`src/source/mem_pkg.sv`:
```
package mem_pkg;

  typedef logic [7:0] byte_t;

  localparam int DEF_ADDR_W = 10;

  // bytes below the program base form the data area
  localparam int DEF_PROGRAM_BASE = 64;

  // which requester is acked in the current cycle
  typedef enum logic [1:0] {
    ARB_IDLE,
    ARB_FETCH,
    ARB_EXEC
  } arb_state_e;

endpackage

```
`src/source/isa_pkg.sv`:
```
package isa_pkg;

  // first byte of every instruction
  typedef enum logic [7:0] {
    OP_NONE    = 8'd0,
    OP_JMP     = 8'd1,  // pc <- imm
    OP_RAM2REG = 8'd2,  // reg <- ram[imm], zero-extended
    OP_REG2RAM = 8'd3,  // ram[imm] <- low byte of reg
    OP_NUM2REG = 8'd4   // reg <- imm
  } opcode_e;

  // second byte selects one of 32 registers
  typedef logic [4:0] reg_idx_t;

  typedef logic [15:0] reg_val_t;

  // bytes 3 and 4, high byte first
  typedef logic [15:0] imm_t;

  // opcode, register, imm high, imm low
  localparam int INSTR_BYTES = 4;

endpackage
```
`src/source/instr_if.sv`:
```
`timescale 1ns/1ps

// decoded instruction from fetch to exec, plus the jump path back
interface instr_if import isa_pkg::*; #(
  parameter int ADDR_W = 10
) ();

  logic              ready;     // strobe, fields valid with it
  opcode_e           opcode;
  reg_idx_t          rd;
  imm_t              imm;
  logic              busy;      // level, memory opcode in flight
  logic              redirect;  // strobe for jumps
  logic [ADDR_W-1:0] target;

  modport fetch (
    output ready, opcode, rd, imm,
    input  busy, redirect, target
  );

  modport exec (
    input  ready, opcode, rd, imm,
    output busy, redirect, target
  );

endinterface

```
`src/source/mem_if.sv`:
```
`timescale 1ns/1ps

// one requester talking to the memory controller
// req, addr, we and wdata are held until the ack strobe
interface mem_if import mem_pkg::*; #(
  parameter int ADDR_W = DEF_ADDR_W
) ();

  logic              req;
  logic              we;
  logic [ADDR_W-1:0] addr;
  byte_t             wdata;
  logic              ack;    // one-cycle strobe
  byte_t             rdata;  // valid with ack on reads

  modport requester (
    output req, we, addr, wdata,
    input  ack, rdata
  );

  modport memory (
    input  req, we, addr, wdata,
    output ack, rdata
  );

endinterface

```
`src/source/fetch_unit.sv`:
```
`timescale 1ns/1ps

module fetch_unit import isa_pkg::*, mem_pkg::*; #(
  parameter int ADDR_W       = DEF_ADDR_W,
  parameter int PROGRAM_BASE = DEF_PROGRAM_BASE
) (
  input  logic clk,
  input  logic rst_n,
  input  logic run,
  mem_if.requester mem,
  instr_if.fetch   ins
);

  typedef enum logic [1:0] {
    F_FETCH,  // reading instruction bytes
    F_HOLD,   // full instruction waiting for the executor
    F_DRAIN   // dropping a read issued before a redirect
  } fetch_state_e;

  fetch_state_e      state_q;
  logic [ADDR_W-1:0] pc_q;       // start of the instruction being fetched
  logic [1:0]        cnt_q;      // byte within the instruction
  logic              req_q;
  logic [ADDR_W-1:0] addr_q;
  byte_t [2:0]       shift_q;    // first three bytes, oldest on top
  opcode_e           opcode_q;
  reg_idx_t          rd_q;
  imm_t              imm_q;

  // hand-over waits for a free executor
  assign ins.ready  = state_q == F_HOLD && !ins.busy;
  assign ins.opcode = opcode_q;
  assign ins.rd     = rd_q;
  assign ins.imm    = imm_q;

  assign mem.req   = req_q;
  assign mem.we    = 1'b0;  // fetch only reads
  assign mem.addr  = addr_q;
  assign mem.wdata = '0;

  always_ff @(posedge clk) begin
    if (!rst_n) begin
      state_q <= F_FETCH;
      pc_q    <= ADDR_W'(PROGRAM_BASE);
      cnt_q   <= '0;
      req_q   <= 1'b0;
    end else if (ins.redirect) begin
      pc_q  <= ins.target;
      cnt_q <= '0;
      if (req_q && !mem.ack) begin
        state_q <= F_DRAIN;  // ack still to come, data gets thrown away
      end else begin
        state_q <= F_FETCH;
        req_q   <= 1'b0;
      end
    end else begin
      case (state_q)
        F_FETCH: begin
          if (!req_q) begin
            req_q  <= run;
            addr_q <= pc_q + ADDR_W'(cnt_q);
          end else if (mem.ack) begin
            if (cnt_q == 2'd3) begin
              state_q <= F_HOLD;
              req_q   <= 1'b0;
            end else begin
              cnt_q  <= cnt_q + 2'd1;
              req_q  <= run;  // next byte right away
              addr_q <= pc_q + ADDR_W'(cnt_q) + ADDR_W'(1);
            end
          end
        end
        F_HOLD: begin
          if (ins.ready) begin
            state_q <= F_FETCH;
            pc_q    <= pc_q + ADDR_W'(INSTR_BYTES);
            cnt_q   <= '0;
            req_q   <= run;  // overlap next fetch with execution
            addr_q  <= pc_q + ADDR_W'(INSTR_BYTES);
          end
        end
        default: begin
          if (mem.ack) begin
            state_q <= F_FETCH;
            req_q   <= 1'b0;
          end
        end
      endcase
    end
  end

  // instruction assembly
  always_ff @(posedge clk) begin
    if (state_q == F_FETCH && req_q && mem.ack && !ins.redirect) begin
      shift_q <= {shift_q[1:0], mem.rdata};
      if (cnt_q == 2'd3) begin
        opcode_q <= opcode_e'(shift_q[2]);
        rd_q     <= shift_q[1][4:0];
        imm_q    <= {shift_q[0], mem.rdata};
      end
    end
  end

endmodule

```
`src/flat_wrapper.sv`:
```
// flat-port wrapper written by rule: the top's interface ports become plain ports
module fetch_unit_flat import isa_pkg::*, mem_pkg::*;
#(
  parameter int ADDR_W       = DEF_ADDR_W,
  parameter int PROGRAM_BASE = DEF_PROGRAM_BASE
)
  (clk, rst_n, run, mem_req, mem_we, mem_addr, mem_wdata, mem_ack, mem_rdata, ins_ready, ins_opcode, ins_rd, ins_imm, ins_busy, ins_redirect, ins_target);
  mem_if #(.ADDR_W(ADDR_W)) mem_i ();
  instr_if #(.ADDR_W(ADDR_W)) ins_i ();
  input  logic clk;
  input  logic rst_n;
  input  logic run;
  output wire logic [$bits(mem_i.req)-1:0] mem_req;
  output wire logic [$bits(mem_i.we)-1:0] mem_we;
  output wire logic [$bits(mem_i.addr)-1:0] mem_addr;
  output wire logic [$bits(mem_i.wdata)-1:0] mem_wdata;
  input wire logic [$bits(mem_i.ack)-1:0] mem_ack;
  input wire logic [$bits(mem_i.rdata)-1:0] mem_rdata;
  output wire logic [$bits(ins_i.ready)-1:0] ins_ready;
  output wire logic [$bits(ins_i.opcode)-1:0] ins_opcode;
  output wire logic [$bits(ins_i.rd)-1:0] ins_rd;
  output wire logic [$bits(ins_i.imm)-1:0] ins_imm;
  input wire logic [$bits(ins_i.busy)-1:0] ins_busy;
  input wire logic [$bits(ins_i.redirect)-1:0] ins_redirect;
  input wire logic [$bits(ins_i.target)-1:0] ins_target;
  assign mem_req = mem_i.req;
  assign mem_we = mem_i.we;
  assign mem_addr = mem_i.addr;
  assign mem_wdata = mem_i.wdata;
  assign mem_i.ack = mem_ack;
  assign mem_i.rdata = mem_rdata;
  assign ins_ready = ins_i.ready;
  assign ins_opcode = ins_i.opcode;
  assign ins_rd = ins_i.rd;
  assign ins_imm = ins_i.imm;
  assign ins_i.busy = ins_busy;
  assign ins_i.redirect = ins_redirect;
  assign ins_i.target = ins_target;
  fetch_unit #(.ADDR_W(ADDR_W), .PROGRAM_BASE(PROGRAM_BASE)) u_core (.clk(clk), .rst_n(rst_n), .run(run), .mem(mem_i), .ins(ins_i));
endmodule
```
`config.mk`:
```
export PLATFORM = sky130hd
export DESIGN_NAME = fetch_unit_flat
export DESIGN_NICKNAME = d
export VERILOG_FILES = /design/src/source/mem_pkg.sv /design/src/source/isa_pkg.sv /design/src/source/instr_if.sv /design/src/source/mem_if.sv /design/src/source/fetch_unit.sv /design/src/flat_wrapper.sv
export SDC_FILE = /design/constraint.sdc
export NUM_CORES = 1
export LEC_CHECK = 0
export ABC_AREA = 1
export BUFFER_PORTS_ARGS = -buffer_cell sky130_fd_sc_hd__buf_2
export CORE_MARGIN = 10
export CORE_UTILIZATION = 49
export DETAILED_ROUTE_END_ITERATION = 10
export PLACE_DENSITY = 0.76
export SLEW_MARGIN = 5
export SYNTH_ARGS = -nofsm -noshare
export SYNTH_HDL_FRONTEND = slang
export SYNTH_SLANG_ARGS = --single-unit
```
`constraint.sdc`:
```
create_clock -name clk -period 2.3 [get_ports clk]
set_input_delay 0.46 -clock clk [delete_from_list [all_inputs] [get_ports clk]]
set_output_delay 0.46 -clock clk [all_outputs]
set_load 0.01 [all_outputs]
```
==> run metrics <==
Seq/Total Area, Yosys=64.65%; routed vias=2,403; Clock Skew=0.01122 ns; Final Cycle Share=94.42%; TritonCTS clock tree=done; P&R area growth vs syn=18.34%; Peak Freq=460.5 MHz; Register-to-Register Path Depth=10; FF+latch count, synth=78; Rows=30; top-level port count=74; most used routing layer=met2; initial core utilization=between 50% and 60%; DP Cell Count=458; most common cell after layout, fill and taps aside=nand2_1; Fin. Hold Viols=0; ys async rst share=0%; YS warnings=0; # hold bufs at CTS=0; Syn Area/Cell=10.90 um2; worst slew pin tran=1.126 ns; layout cells sized above 1=26.90%; # fillers=between 500 and 600; starting DRC count in detailed routing=about 140; Crit Path Max Fanout=4; Unique masters post-synth=35; clock tree buffer depth=2; CORE AREA=~6800 um2; via density per instance=~5.1; Num Clock Sinks=78; outcome=complete, no violations; most frequent cells in the layout=nand2_1 (77), buf_2 (64), edfxtp_1 (63); cell area after synthesis=3391 um2; Routed WL=6911 um; Die Area=10,650 um2; kind of critical path=flop to flop; Hold Crit Class=primary input to flop; CTS Buf Count=9; max cap viols=0; NumNets Final=approximately 420; Syn Inst Count=311; leakage power=1.657 nW; Port-buffer cells=64; H-tree depth=3; antenna-violating nets left=0; max_slew headroom=24.86%; Post-synth EDFFs=63; number of global-route vias before repair=2,319; Top FF cell, synth=edfxtp_1; unrepaired setup endpoints after global routing=true; root buffer cell=clkbuf_8; Hold Path Depth=1; ant diodes=0; pin count of the biggest net entering global routing=30; Skew-Pair Late Insertion Delay=between 0.3 and 0.4 ns; critical path launch point type=flop; Chip Width=103.2 um; Worst setup EP type=flop; Place WS=roughly 0.15 ns; Pwr Density=just over 700 nW/um2; post-route minimum period=about 2.2 ns; initial antenna violation count=0; met1 Use GR=15.65%; first-pass GRT wire length=10,930 um; 1st-pass router iterations=5; worst setup margin=0.1284 ns; Critical Path AT=2.28 ns; dpl hpwl=5283 um; chip height=between 100 and 150 um; Required @ worst endpoint=2.41 ns; clk slew on worst S/H paths=roughly 0.09 ns; Final GP Congestion=0.9048; Slew Viols, Final=0; DR DRC count=0; fin cells=474; GR Overflow Total=0; Routed WL per cell=14.58 um; GRT Total Usage=about an eighth; Final setup viols=0; Max VDD drop=0.3089 mV; met2 Use GR=22.04%; met3 GRT Util=2.990%
[state kept, by name, summed over array words and instances (netlist names)]
signal / flops
u_core.cnt_q: 2
u_core.ins.imm: 16
u_core.ins.opcode: 8
u_core.ins.rd: 5
u_core.mem.addr: 10
u_core.mem.req: 1
u_core.pc_q: 10
u_core.shift_q: 24
u_core.state_q: 2
[per-stage QoR]
step	hold WS (ns)	util, %	power (mW)	setup TNS [ns]	cell area (um2)
final	0.3038	59.39	2.849	0	4013
after global routing	0.2918	59.39	2.955	-0.003686	4013
after CTS	0.2948	59.35	2.862	0	4010
after detailed placement	0.4045	56.57	1.912	0	3822
after global placement	0.4011	56.57	1.904	0	3822
after floorplan	0.4003	-	1.809	0	3421
[worst max-delay path: stages, from the launching register on]
cell and delay, ns:
dfxtp_1 0.34, ha_1 0.26, fa_2 0.57, ha_1 0.17
inv_1 0.05, nor2_1 0.09, nand2_1 0.10, nor2_1 0.15
nand3_1 0.09, nand3_1 0.08, nand2_1 0.04
[report_power, final]
| group | switching [mW] | leakage [nW] | internal, mW |
|---|---|---|---|
| registers | 0.0286 | 0.705 | 1.58 |
| logic | 0.172 | 0.862 | 0.0986 |
| clock network | 0.552 | 0.0903 | 0.416 |
[synthesized netlist by cell type (2+ instances only)]
library cell,n,area [um2]
a21oi_1,11,55.05
a31oi_1,3,18.77
buf_4,10,75.07
clkbuf_1,2,7.510
clkinv_1,2,7.510
dfxtp_1,15,300.3
edfxtp_1,63,1892
ha_1,5,62.56
inv_1,28,105.1
inv_2,2,7.510
nand2_1,77,289.0
nand2_2,5,31.28
nand3_1,20,100.1
nand3_2,2,20.02
nand4_1,4,25.02
nor2_1,21,78.83
nor2_4,4,45.04
o21ai_0,11,55.05
o21ai_1,2,10.01
o221ai_1,3,26.28
xor2_1,7,61.31
[layout make-up]
class / count / area [um2] / share of cell area (%)
clock buffer: 9 / 123.9 / 3.087
clock inverter: 7 / 63.81 / 1.590
inverter: 32 / 120.1 / 2.993
multi-input combinational: 195 / 1012 / 25.23
sequential: 78 / 2192 / 54.63
tap: 80 / 100.1 / 2.495
timing repair buffer: 73 / 400.4 / 9.978
[final timing paths]
kind                      start            endpoint  slack (ns)
max             u_core.cnt_q[0]  u_core.mem.addr[8]        0.13
min                mem_rdata[3]   u_core.shift_q[3]        0.30
max reg2reg     u_core.cnt_q[0]  u_core.mem.addr[8]        0.13
min reg2reg  u_core.shift_q[14]  u_core.shift_q[22]        0.42
[per-layer routing]
layer  routed length, um  part of all wire [%]  vias to the layer above
met5                   0                     0                        -
met2                3363                    49                       95
met1                2898                    42                     1102
met3                 522                   7.6                       12
li1                    -                     -                     1194
met4                 127                   1.8                        0
[kinds of logic after synthesis]
kind of cell	after synthesis	synth area share [%]
xor gates and xnor gates	8	2.067
adders and majority gates	6	2.435
buffers and inverters	46	6.531
and+or+nand+nor	137	18.23
AOI/OAI and AO/OA	35	5.978
DFF	78	64.65
other	1	0.1106
[timing repair]
item / in CTS / in global routing
gates resized for setup: 0 / 1
endpoints found under the setup margin: 0 / 3
buffers inserted: 0 / 0
Note: power is estimated with default switching activity, not from simulation.
