==> src/source/mem_pkg.sv <==
package mem_pkg;

  typedef logic [7:0] byte_t;

  localparam int DEF_ADDR_W = 10;

  // bytes below the program base form the data area
  localparam int DEF_PROGRAM_BASE = 64;

  // which requester is acked in the current cycle
  typedef enum logic [1:0] {
    ARB_IDLE,
    ARB_FETCH,
    ARB_EXEC
  } arb_state_e;

endpackage

==> src/source/isa_pkg.sv <==
package isa_pkg;

  // first byte of every instruction
  typedef enum logic [7:0] {
    OP_NONE    = 8'd0,
    OP_JMP     = 8'd1,  // pc <- imm
    OP_RAM2REG = 8'd2,  // reg <- ram[imm], zero-extended
    OP_REG2RAM = 8'd3,  // ram[imm] <- low byte of reg
    OP_NUM2REG = 8'd4   // reg <- imm
  } opcode_e;

  // second byte selects one of 32 registers
  typedef logic [4:0] reg_idx_t;

  typedef logic [15:0] reg_val_t;

  // bytes 3 and 4, high byte first
  typedef logic [15:0] imm_t;

  // opcode, register, imm high, imm low
  localparam int INSTR_BYTES = 4;

endpackage
==> src/source/instr_if.sv <==
`timescale 1ns/1ps

// decoded instruction from fetch to exec, plus the jump path back
interface instr_if import isa_pkg::*; #(
  parameter int ADDR_W = 10
) ();

  logic              ready;     // strobe, fields valid with it
  opcode_e           opcode;
  reg_idx_t          rd;
  imm_t              imm;
  logic              busy;      // level, memory opcode in flight
  logic              redirect;  // strobe for jumps
  logic [ADDR_W-1:0] target;

  modport fetch (
    output ready, opcode, rd, imm,
    input  busy, redirect, target
  );

  modport exec (
    input  ready, opcode, rd, imm,
    output busy, redirect, target
  );

endinterface

==> src/source/mem_if.sv <==
`timescale 1ns/1ps

// one requester talking to the memory controller
// req, addr, we and wdata are held until the ack strobe
interface mem_if import mem_pkg::*; #(
  parameter int ADDR_W = DEF_ADDR_W
) ();

  logic              req;
  logic              we;
  logic [ADDR_W-1:0] addr;
  byte_t             wdata;
  logic              ack;    // one-cycle strobe
  byte_t             rdata;  // valid with ack on reads

  modport requester (
    output req, we, addr, wdata,
    input  ack, rdata
  );

  modport memory (
    input  req, we, addr, wdata,
    output ack, rdata
  );

endinterface

==> src/source/exec_unit.sv <==
`timescale 1ns/1ps

module exec_unit import isa_pkg::*, mem_pkg::*; #(
  parameter int ADDR_W = DEF_ADDR_W
) (
  input  logic clk,
  input  logic rst_n,
  instr_if.exec    ins,
  mem_if.requester mem
);

  reg_val_t regs_q [32];

  logic              busy_q;
  logic              redirect_q;
  logic              req_q;
  logic              we_q;       // 1 for reg2ram, 0 for ram2reg
  logic [ADDR_W-1:0] addr_q;     // jump target or memory address
  byte_t             wdata_q;
  reg_idx_t          rd_q;       // destination of a pending load

  logic              reg_we;
  reg_idx_t          reg_waddr;
  reg_val_t          reg_wdata;

  assign ins.busy     = busy_q;
  assign ins.redirect = redirect_q;
  assign ins.target   = addr_q;

  assign mem.req   = req_q;
  assign mem.we    = we_q;
  assign mem.addr  = addr_q;
  assign mem.wdata = wdata_q;

  // register write port
  // num2reg at ready, ram2reg at the ack of its read
  always_comb begin
    reg_we    = 1'b0;
    reg_waddr = ins.rd;
    reg_wdata = ins.imm;
    if (ins.ready && ins.opcode == OP_NUM2REG) begin
      reg_we = 1'b1;
    end else if (busy_q && !we_q && mem.ack) begin
      reg_we    = 1'b1;
      reg_waddr = rd_q;
      reg_wdata = reg_val_t'(mem.rdata);  // zero-extended byte
    end
  end

  always_ff @(posedge clk) begin
    if (reg_we) begin
      regs_q[reg_waddr] <= reg_wdata;
    end
  end

  // control state
  always_ff @(posedge clk) begin
    if (!rst_n) begin
      busy_q     <= 1'b0;
      redirect_q <= 1'b0;
      req_q      <= 1'b0;
    end else begin
      redirect_q <= 1'b0;
      if (busy_q && mem.ack) begin
        busy_q <= 1'b0;
        req_q  <= 1'b0;
      end
      // ready only comes while busy is low
      if (ins.ready) begin
        case (ins.opcode)
          OP_JMP: begin
            redirect_q <= 1'b1;
          end
          OP_RAM2REG, OP_REG2RAM: begin
            busy_q <= 1'b1;
            req_q  <= 1'b1;
          end
          default: ;  // num2reg goes through the write port, others do nothing
        endcase
      end
    end
  end

  // operands captured at hand-over
  always_ff @(posedge clk) begin
    if (ins.ready) begin
      addr_q  <= ins.imm[ADDR_W-1:0];  // imm truncated to the address width
      we_q    <= ins.opcode == OP_REG2RAM;
      rd_q    <= ins.rd;
      wdata_q <= regs_q[ins.rd][7:0];   // only the low byte is stored
    end
  end

endmodule

==> src/flat_wrapper.sv <==
// flat-port wrapper written by rule: the top's interface ports become plain ports
module exec_unit_flat import isa_pkg::*, mem_pkg::*;
#(
  parameter int ADDR_W = DEF_ADDR_W
)
  (clk, rst_n, ins_ready, ins_opcode, ins_rd, ins_imm, ins_busy, ins_redirect, ins_target, mem_req, mem_we, mem_addr, mem_wdata, mem_ack, mem_rdata);
  instr_if #(.ADDR_W(ADDR_W)) ins_i ();
  mem_if #(.ADDR_W(ADDR_W)) mem_i ();
  input  logic clk;
  input  logic rst_n;
  input wire logic [$bits(ins_i.ready)-1:0] ins_ready;
  input wire logic [$bits(ins_i.opcode)-1:0] ins_opcode;
  input wire logic [$bits(ins_i.rd)-1:0] ins_rd;
  input wire logic [$bits(ins_i.imm)-1:0] ins_imm;
  output wire logic [$bits(ins_i.busy)-1:0] ins_busy;
  output wire logic [$bits(ins_i.redirect)-1:0] ins_redirect;
  output wire logic [$bits(ins_i.target)-1:0] ins_target;
  output wire logic [$bits(mem_i.req)-1:0] mem_req;
  output wire logic [$bits(mem_i.we)-1:0] mem_we;
  output wire logic [$bits(mem_i.addr)-1:0] mem_addr;
  output wire logic [$bits(mem_i.wdata)-1:0] mem_wdata;
  input wire logic [$bits(mem_i.ack)-1:0] mem_ack;
  input wire logic [$bits(mem_i.rdata)-1:0] mem_rdata;
  assign ins_i.ready = ins_ready;
  assign ins_i.opcode = ins_opcode;
  assign ins_i.rd = ins_rd;
  assign ins_i.imm = ins_imm;
  assign ins_busy = ins_i.busy;
  assign ins_redirect = ins_i.redirect;
  assign ins_target = ins_i.target;
  assign mem_req = mem_i.req;
  assign mem_we = mem_i.we;
  assign mem_addr = mem_i.addr;
  assign mem_wdata = mem_i.wdata;
  assign mem_i.ack = mem_ack;
  assign mem_i.rdata = mem_rdata;
  exec_unit #(.ADDR_W(ADDR_W)) u_core (.clk(clk), .rst_n(rst_n), .ins(ins_i), .mem(mem_i));
endmodule
==> config.mk <==
export PLATFORM = sky130hd
export DESIGN_NAME = exec_unit_flat
export DESIGN_NICKNAME = d
export VERILOG_FILES = /design/src/source/mem_pkg.sv /design/src/source/isa_pkg.sv /design/src/source/instr_if.sv /design/src/source/mem_if.sv /design/src/source/exec_unit.sv /design/src/flat_wrapper.sv
export SDC_FILE = /design/constraint.sdc
export NUM_CORES = 1
export LEC_CHECK = 0
export ABC_AREA = 1
export BUFFER_PORTS_ARGS = -buffer_cell sky130_fd_sc_hd__buf_2
export CORE_UTILIZATION = 55
export CTS_BUF_LIST = sky130_fd_sc_hd__clkbuf_8
export CTS_CLUSTER_DIAMETER = 150
export DETAILED_ROUTE_END_ITERATION = 10
export PLACE_DENSITY = 0.83
export REMOVE_ABC_BUFFERS = 1
export SYNTH_ARGS = -nofsm -noshare
export SYNTH_HDL_FRONTEND = slang
export SYNTH_SLANG_ARGS = --single-unit
export TNS_END_PERCENT = 20
==> constraint.sdc <==
create_clock -name clk -period 2.09 [get_ports clk]
set_clock_uncertainty 0.2 [all_clocks]
set_input_delay 0.418 -clock clk [delete_from_list [all_inputs] [get_ports clk]]
set_output_delay 0.418 -clock clk [all_outputs]
set_load 0.02 [all_outputs]
==> results.tsv, run 1 <==
stage	metric	value	unit
worst_setup_path	slowest_stage	edfxtp_1	
timing	rsz0062_at_grt	true	
place	io_buffer_count	66	
clock_tree	clock_latency	0.56	ns
route	vias_per_cell	5.71	
worst_setup_path	cp-start-kind	flop	
final_layout	seq_area	0.00847	mm^2
worst_setup_path	path_cells	inv_2, nand3_4, nand2_1, o21ai_0, nand2_1, nand2_2, nor2_4, nand2_4, nor2_1, buf_4	
timing	max_freq	0.452	GHz
logic_synthesis	synthCells	1067	
timing	finalCritPeriodShare	1.06	
power	total_power	11.4	mW
place	dpl.hpwl	17200	um
worst_setup_path	rrSetupSlack	-0.12	ns
floorplanning	start_util	0.567	
worst_setup_path	cp.required	2.13	ns
final_layout	finalNonFillerCells	1514	
timing	setup_tns	-17.96	ns
timing	setup_slack	-0.124	ns
route	dr.first_iter.drc_count	882	
route	ant_nets	0	
final_layout	antenna_cells	0	
final_layout	mostFrequentLayoutCells	nand2_1 (402), edfxtp_1 (280), nand3_1 (202), buf_2 (65), buf_4 (47)	
floorplanning	row_count	53	
global_route	antenna_found_initial	0	
route	route.layer.met1.wl	10800	um
place	dp_worst_setup_slack	-0.192	ns
floorplanning	core_area	0.0213	mm^2
clock_tree	cts_max_level	2	
timing	hold_viol	0	
global_route	grt_pass1_vias	8239	
route	wl_met2	14800	um
logic_synthesis	synth_area_per_cell	11.3	um^2
worst_setup_path	r2r_cells	10	
logic_synthesis	ys_ff_latch	283	
route	firstDrtPassIters	6	
global_route	grt_max_degree	60	
timing	relSlewSlack	0.677	
worst_setup_path	worstPathBufferInverterCount	2	
run_status	violations	setup timing	
worst_setup_path	crit_start	u_core.mem.we	
power	p_leak	5.56	nW
min_path	min_from	ins_opcode[5]	
clock_tree	cts-root-buf	clkbuf_8	
worst_setup_path	crit_path_end_kind	flop	
logic_synthesis	synth_top_area_share	0.697	
clock_tree	clkTransAtPathRegs	0.06	ns
worst_setup_path	critPathTopFamily	simple AND/OR/NAND/NOR gates	
power	peakVddDrop	541	uV
place	gp_congestion	0.908	
place	placed_area	0.0131	mm^2
final_layout	final_common_cell	nand2_1	
floorplanning	ios	73	
final_layout	drive_gt1_frac	0.222	
route	wl	29200	um
clock_tree	cts.sinks	283	
worst_setup_path	cpPeakStageDelay	0.48	ns
timing	timing.hold.ws	0.0470	ns
worst_setup_path	timing.rr.start	u_core.mem.we	
global_route	grt_overflow_total	0	
floorplanning	die_w	150	um
logic_synthesis	synth_cell_types	24	
global_route	grt_pass1_wl	43700	um
logic_synthesis	syn-cell-area	0.0121	mm^2
timing	slew_viol_final	0	
final_layout	num-nets-final	1248	
logic_synthesis	ys_top_cells_by_area	edfxtp_1 (70%), nand2_1 (13%), nand3_1 (8.4%)	
logic_synthesis	synth_top_cell_by_area	edfxtp_1	
route	dr_total_vias	8649	
route	drc	0	
worst_setup_path	worst-setup-path-type	reg -> reg	
min_path	holdPathStages	4	
job	cap_violations	0	
route	wl_met3	2310	um
route	wl_per_cell	19.3	um
timing	setup_viol	248	
place	dp.cells	1420	
final_layout	postLayoutCellArea	0.0143	mm^2
floorplanning	dieArea	0.0225	mm^2
timing	worst_slew_pin_slew	0.484	ns
min_path	min_to	u_core.ins.redirect	
final_layout	fillers	1416	
worst_setup_path	crit_arrival	2.26	ns
final_layout	finalCoreUtilization	0.674	
route	routed.top_layer	met4	
worst_setup_path	cp_max_fo	8	
run_status	run_status	finished, violations left	
clock_tree	cts_buffers	43	
logic_synthesis	yosysSeqAreaShare	0.702	
floorplanning	die_height	150	um
min_path	min_path_type	in -> reg	
final_layout	syn_to_final_growth	18.9	%
logic_synthesis	ys_warn_count	0	
timing	fin_crit	2.21	ns
worst_setup_path	regToRegEndpoint	u_core.regs_q[23][2]	
clock_tree	cts_tree	yes	
power	power.density	795	mW/mm^2
final_layout	multi_input_area	0.00332	mm^2
worst_setup_path	timing.critical_path.mode_cell	nand2_1	
clock_tree	clock_path_buffers	3	
global_route	grt_use_total	0.261	
final cells by class:
type | count | share of cell area
tap | 275 | 0.0240
clock inverter | 33 | 0.0118
clock buffer | 44 | 0.0422
timing repair buffer | 162 | 0.0945
multi-input combinational | 698 | 0.232
sequential | 283 | 0.591
inverter | 19 | 0.00506
logic make-up after synthesis:
kind of cell | Yosys count | share of synthesized area
buf+inv | 86 | 0.0397
compound gates | 12 | 0.00498
flops | 283 | 0.702
simple gates | 686 | 0.253
cells in the mapped netlist:
cell type  count
buf_2         32
nor4_1         1
nand3_2        5
buf_6          4
inv_2          4
a21oi_1        2
buf_4         23
nor2_8         1
nor2_4         5
nand3_4        5
buf_1          4
nand2_2       12
nand2_1      411
nand2_4        4
nor2_2         4
o21ai_1        1
o21ai_0        9
clkbuf_1       4
inv_1         15
nor3_1         1
dfxtp_1        3
nand3_1      202
edfxtp_1     280
nor2_1        35
how the worst max path moves through the flow:
stage	to	slack [ns]	depth (start not counted)
2_1_floorplan	u_core.regs_q[22][0]	-0.76	5
3_3_place_gp	u_core.regs_q[3][6]	-0.15	9
3_5_place_dp	u_core.regs_q[2][0]	-0.19	9
4_1_cts	u_core.regs_q[2][1]	0.0004	10
5_1_grt	u_core.regs_q[15][4]	-0.27	8
6_report	u_core.regs_q[23][2]	-0.12	10
power by group:
part / switching (mW) / leakage (nW) / internal [mW]
logic: 0.643 / 2.56 / 0.304
clock network: 2.06 / 0.441 / 2.09
registers: 0.0178 / 2.56 / 6.28
total: 2.73 / 5.56 / 8.67
registers in the layout, summed over array words and instances, names as in the netlist:
name,count
u_core.regs_q,256
u_core.ins.target,10
u_core.mem.wdata,8
u_core.rd_q,5
u_core.ins.busy,1
u_core.ins.redirect,1
u_core.mem.req,1
u_core.mem.we,1
worst min-delay path, stage by stage:
cell and delay [ns]:
buf_2 0.08, nor2_2 0.04, nand2_4 0.11, nor4_1 0.08
what timing repair did:
item | in CTS | in global routing
endpoints found under the setup margin | 160 | 512
pin swaps | 3 | 14
buffers inserted | 0 | 3
resized for setup | 9 | 70
hold buffers | 14 | 0
hold endpoints to repair | 13 | 0
layer usage:
layer	track usage	vias up
li1	-	3952
met1	0.319	4097
met2	0.446	479
met3	0.0485	121
met4	0.128	0
met5	0	-
Note: power is estimated with default switching activity, not from simulation.
==> run 2, diff against run 1 <==
--- a/config.mk
+++ b/config.mk
@@ -7,4 +7,5 @@
 export LEC_CHECK = 0
 export ABC_AREA = 1
+export ABC_CLOCK_PERIOD_IN_PS = 2090
 export BUFFER_PORTS_ARGS = -buffer_cell sky130_fd_sc_hd__buf_2
 export CORE_UTILIZATION = 55
@@ -13,4 +14,5 @@
 export DETAILED_ROUTE_END_ITERATION = 10
 export PLACE_DENSITY = 0.83
+export RECOVER_POWER = 100
 export REMOVE_ABC_BUFFERS = 1
 export SYNTH_ARGS = -nofsm -noshare
==> constraint.sdc (replaced) <==
create_clock -name clk -period 2.09 [get_ports clk]
set_clock_uncertainty 0.2 [all_clocks]
set_input_delay 0.1045 -clock clk [delete_from_list [all_inputs] [get_ports clk]]
set_output_delay 0.1045 -clock clk [all_outputs]
set_load 0.02 [all_outputs]
==> results.tsv, run 2 (synthesis results as in run 1) <==
stage	metric	value	unit	change
final_layout	largest_reg_flops	256		unchanged
final_layout	seq_area	0.00847	mm^2	about the same
job	cap_violations	0		unchanged
final_layout	mostFrequentLayoutCells	nand2_1 (402), edfxtp_1 (280), nand3_1 (202), buf_2 (61), clkbuf_8 (45)		was nand2_1 (402), edfxtp_1 (280), nand3_1 (202), buf_2 (65), buf_4 (47)
timing	slew_viol_final	0		unchanged
timing	max_freq	0.444	GHz	was 0.452 GHz
place	dpl.hpwl	17100	um	was 17200 um
timing	finalCritPeriodShare	1.08		was 1.06
clock_tree	cts.sinks	283		unchanged
floorplanning	start_util	0.567		unchanged
place	io_buffer_count	66		unchanged
run_status	violations	setup timing		unchanged
power	power.density	818	mW/mm^2	was 795 mW/mm^2
route	firstDrtPassIters	6		unchanged
timing	timing.hold.ws	0.0687	ns	was 0.0470 ns
final_layout	num-nets-final	1261		was 1248
timing	worst_slew_pin_slew	0.482	ns	was 0.484 ns
global_route	grt_max_degree	57		was 60
global_route	grt_pass1_wl	43200	um	was 43700 um
clock_tree	clock_path_buffers	3		unchanged
floorplanning	die_w	150	um	unchanged
worst_setup_path	crit_path_end_kind	flop		unchanged
place	placed_area	0.0130	mm^2	was 0.0131 mm^2
power	peakVddDrop	669	uV	was 541 uV
route	wl	29900	um	was 29200 um
final_layout	multi_input_area	0.00329	mm^2	was 0.00332 mm^2
floorplanning	die_height	150	um	unchanged
place	dp.cells	1410		was 1420
clock_tree	cts_max_level	2		unchanged
route	ant_nets	0		unchanged
final_layout	finalCoreUtilization	0.682		was 0.674
route	dr_total_vias	8813		was 8649
worst_setup_path	cp_max_fo	8		unchanged
global_route	grt_pass1_vias	8305		was 8239
floorplanning	ios	73		unchanged
power	p_leak	5.62	nW	was 5.56 nW
final_layout	syn_to_final_growth	20.4	%	was 18.9%
floorplanning	row_count	53		unchanged
route	drc	0		unchanged
final_layout	finalNonFillerCells	1527		was 1514
timing	setup_slack	-0.163	ns	was -0.124 ns
route	wl_per_cell	19.6	um	was 19.3 um
timing	relSlewSlack	0.678		was 0.677
global_route	grt_overflow_total	0		unchanged
floorplanning	dieArea	0.0225	mm^2	unchanged
min_path	min_path_type	in -> reg		unchanged
timing	setup_tns	-31.16	ns	was -17.96 ns
final_layout	antenna_cells	0		unchanged
route	dr.first_iter.drc_count	990		was 882
timing	hold_viol	0		unchanged
clock_tree	cts_tree	yes		unchanged
timing	rsz0062_at_grt	true		unchanged
place	gp_congestion	0.862		was 0.908
final_layout	drive_gt1_frac	0.212		was 0.222
clock_tree	cts-root-buf	clkbuf_8		unchanged
clock_tree	cts_buffers	43		unchanged
floorplanning	core_area	0.0213	mm^2	unchanged
worst_setup_path	crit_arrival	2.31	ns	was 2.26 ns
final_layout	top_register	u_core.regs_q		unchanged
timing	setup_viol	310		was 248
power	total_power	11.9	mW	was 11.4 mW
final_layout	fillers	1383		was 1416
final_layout	final_common_cell	nand2_1		unchanged
clock_tree	clock_latency	0.57	ns	was 0.56 ns
worst_setup_path	cp-start-kind	flop		unchanged
place	dp_worst_setup_slack	-0.00888	ns	was -0.192 ns
clock_tree	clkTransAtPathRegs	0.08	ns	was 0.06 ns
worst_setup_path	cp.required	2.15	ns	was 2.13 ns
final_layout	postLayoutCellArea	0.0145	mm^2	was 0.0143 mm^2
worst_setup_path	worst-setup-path-type	reg -> reg		unchanged
run_status	run_status	finished, violations left		unchanged
global_route	antenna_found_initial	0		unchanged
timing	fin_crit	2.25	ns	was 2.21 ns
route	vias_per_cell	5.77		was 5.71
global_route	grt_use_total	0.261		about the same
run 2: final cells by class:
cell class / instances / share of cell area
repair buffers: 175 / 0.101
flip-flops and latches: 283 / 0.584
clock inverters: 32 / 0.0168
multi-input cells: 698 / 0.227
clock buffers: 45 / 0.0427
well taps: 275 / 0.0237
inverters: 19 / 0.00500
run 2: report_power, final:
| group | switching [mW] | leakage [nW] | internal [mW] |
|---|---|---|---|
| Sequential | 0.0191 | 2.56 | 6.28 |
| Combinational | 0.649 | 2.59 | 0.309 |
| Clock | 2.12 | 0.468 | 2.50 |
| Total | 2.79 | 5.62 | 9.09 |
run 2: critical path, cell delays in order (launching register included):
cell and delay (ns):
edfxtp_1 0.47, inv_2 0.14, nand3_4 0.15, nand2_1 0.11, nand2_1 0.09, inv_1 0.07
nand2_1 0.08, nand2_4 0.10, nand3_4 0.20, nor2_1 0.16, buf_4 0.18
run 2: final timing paths:
kind                        start                   end  slack (ns)  depth (start not counted)
max                 u_core.mem.we  u_core.regs_q[26][0]       -0.16                         10
min reg2reg  u_core.regs_q[24][5]   u_core.mem.wdata[5]        0.70                          8
max reg2reg         u_core.mem.we  u_core.regs_q[26][0]       -0.16                         10
min                    ins_imm[3]  u_core.ins.target[3]        0.07                          2
run 2: routing by layer:
layer | share of wire | vias up | track usage
li1 | - | 3978 | -
met1 | 0.37 | 4190 | 0.314
met2 | 0.51 | 527 | 0.459
met3 | 0.085 | 118 | 0.0485
met4 | 0.040 | 0 | 0.116
met5 | 0 | - | 0
run 2: repair_timing:
item,in CTS,in global routing
setup buffers,1,6
gates resized for setup,2,69
hold buffers,33,0
endpoints found under the setup margin,31,514
endpoints found under the hold margin,297,0
pin swaps,1,14
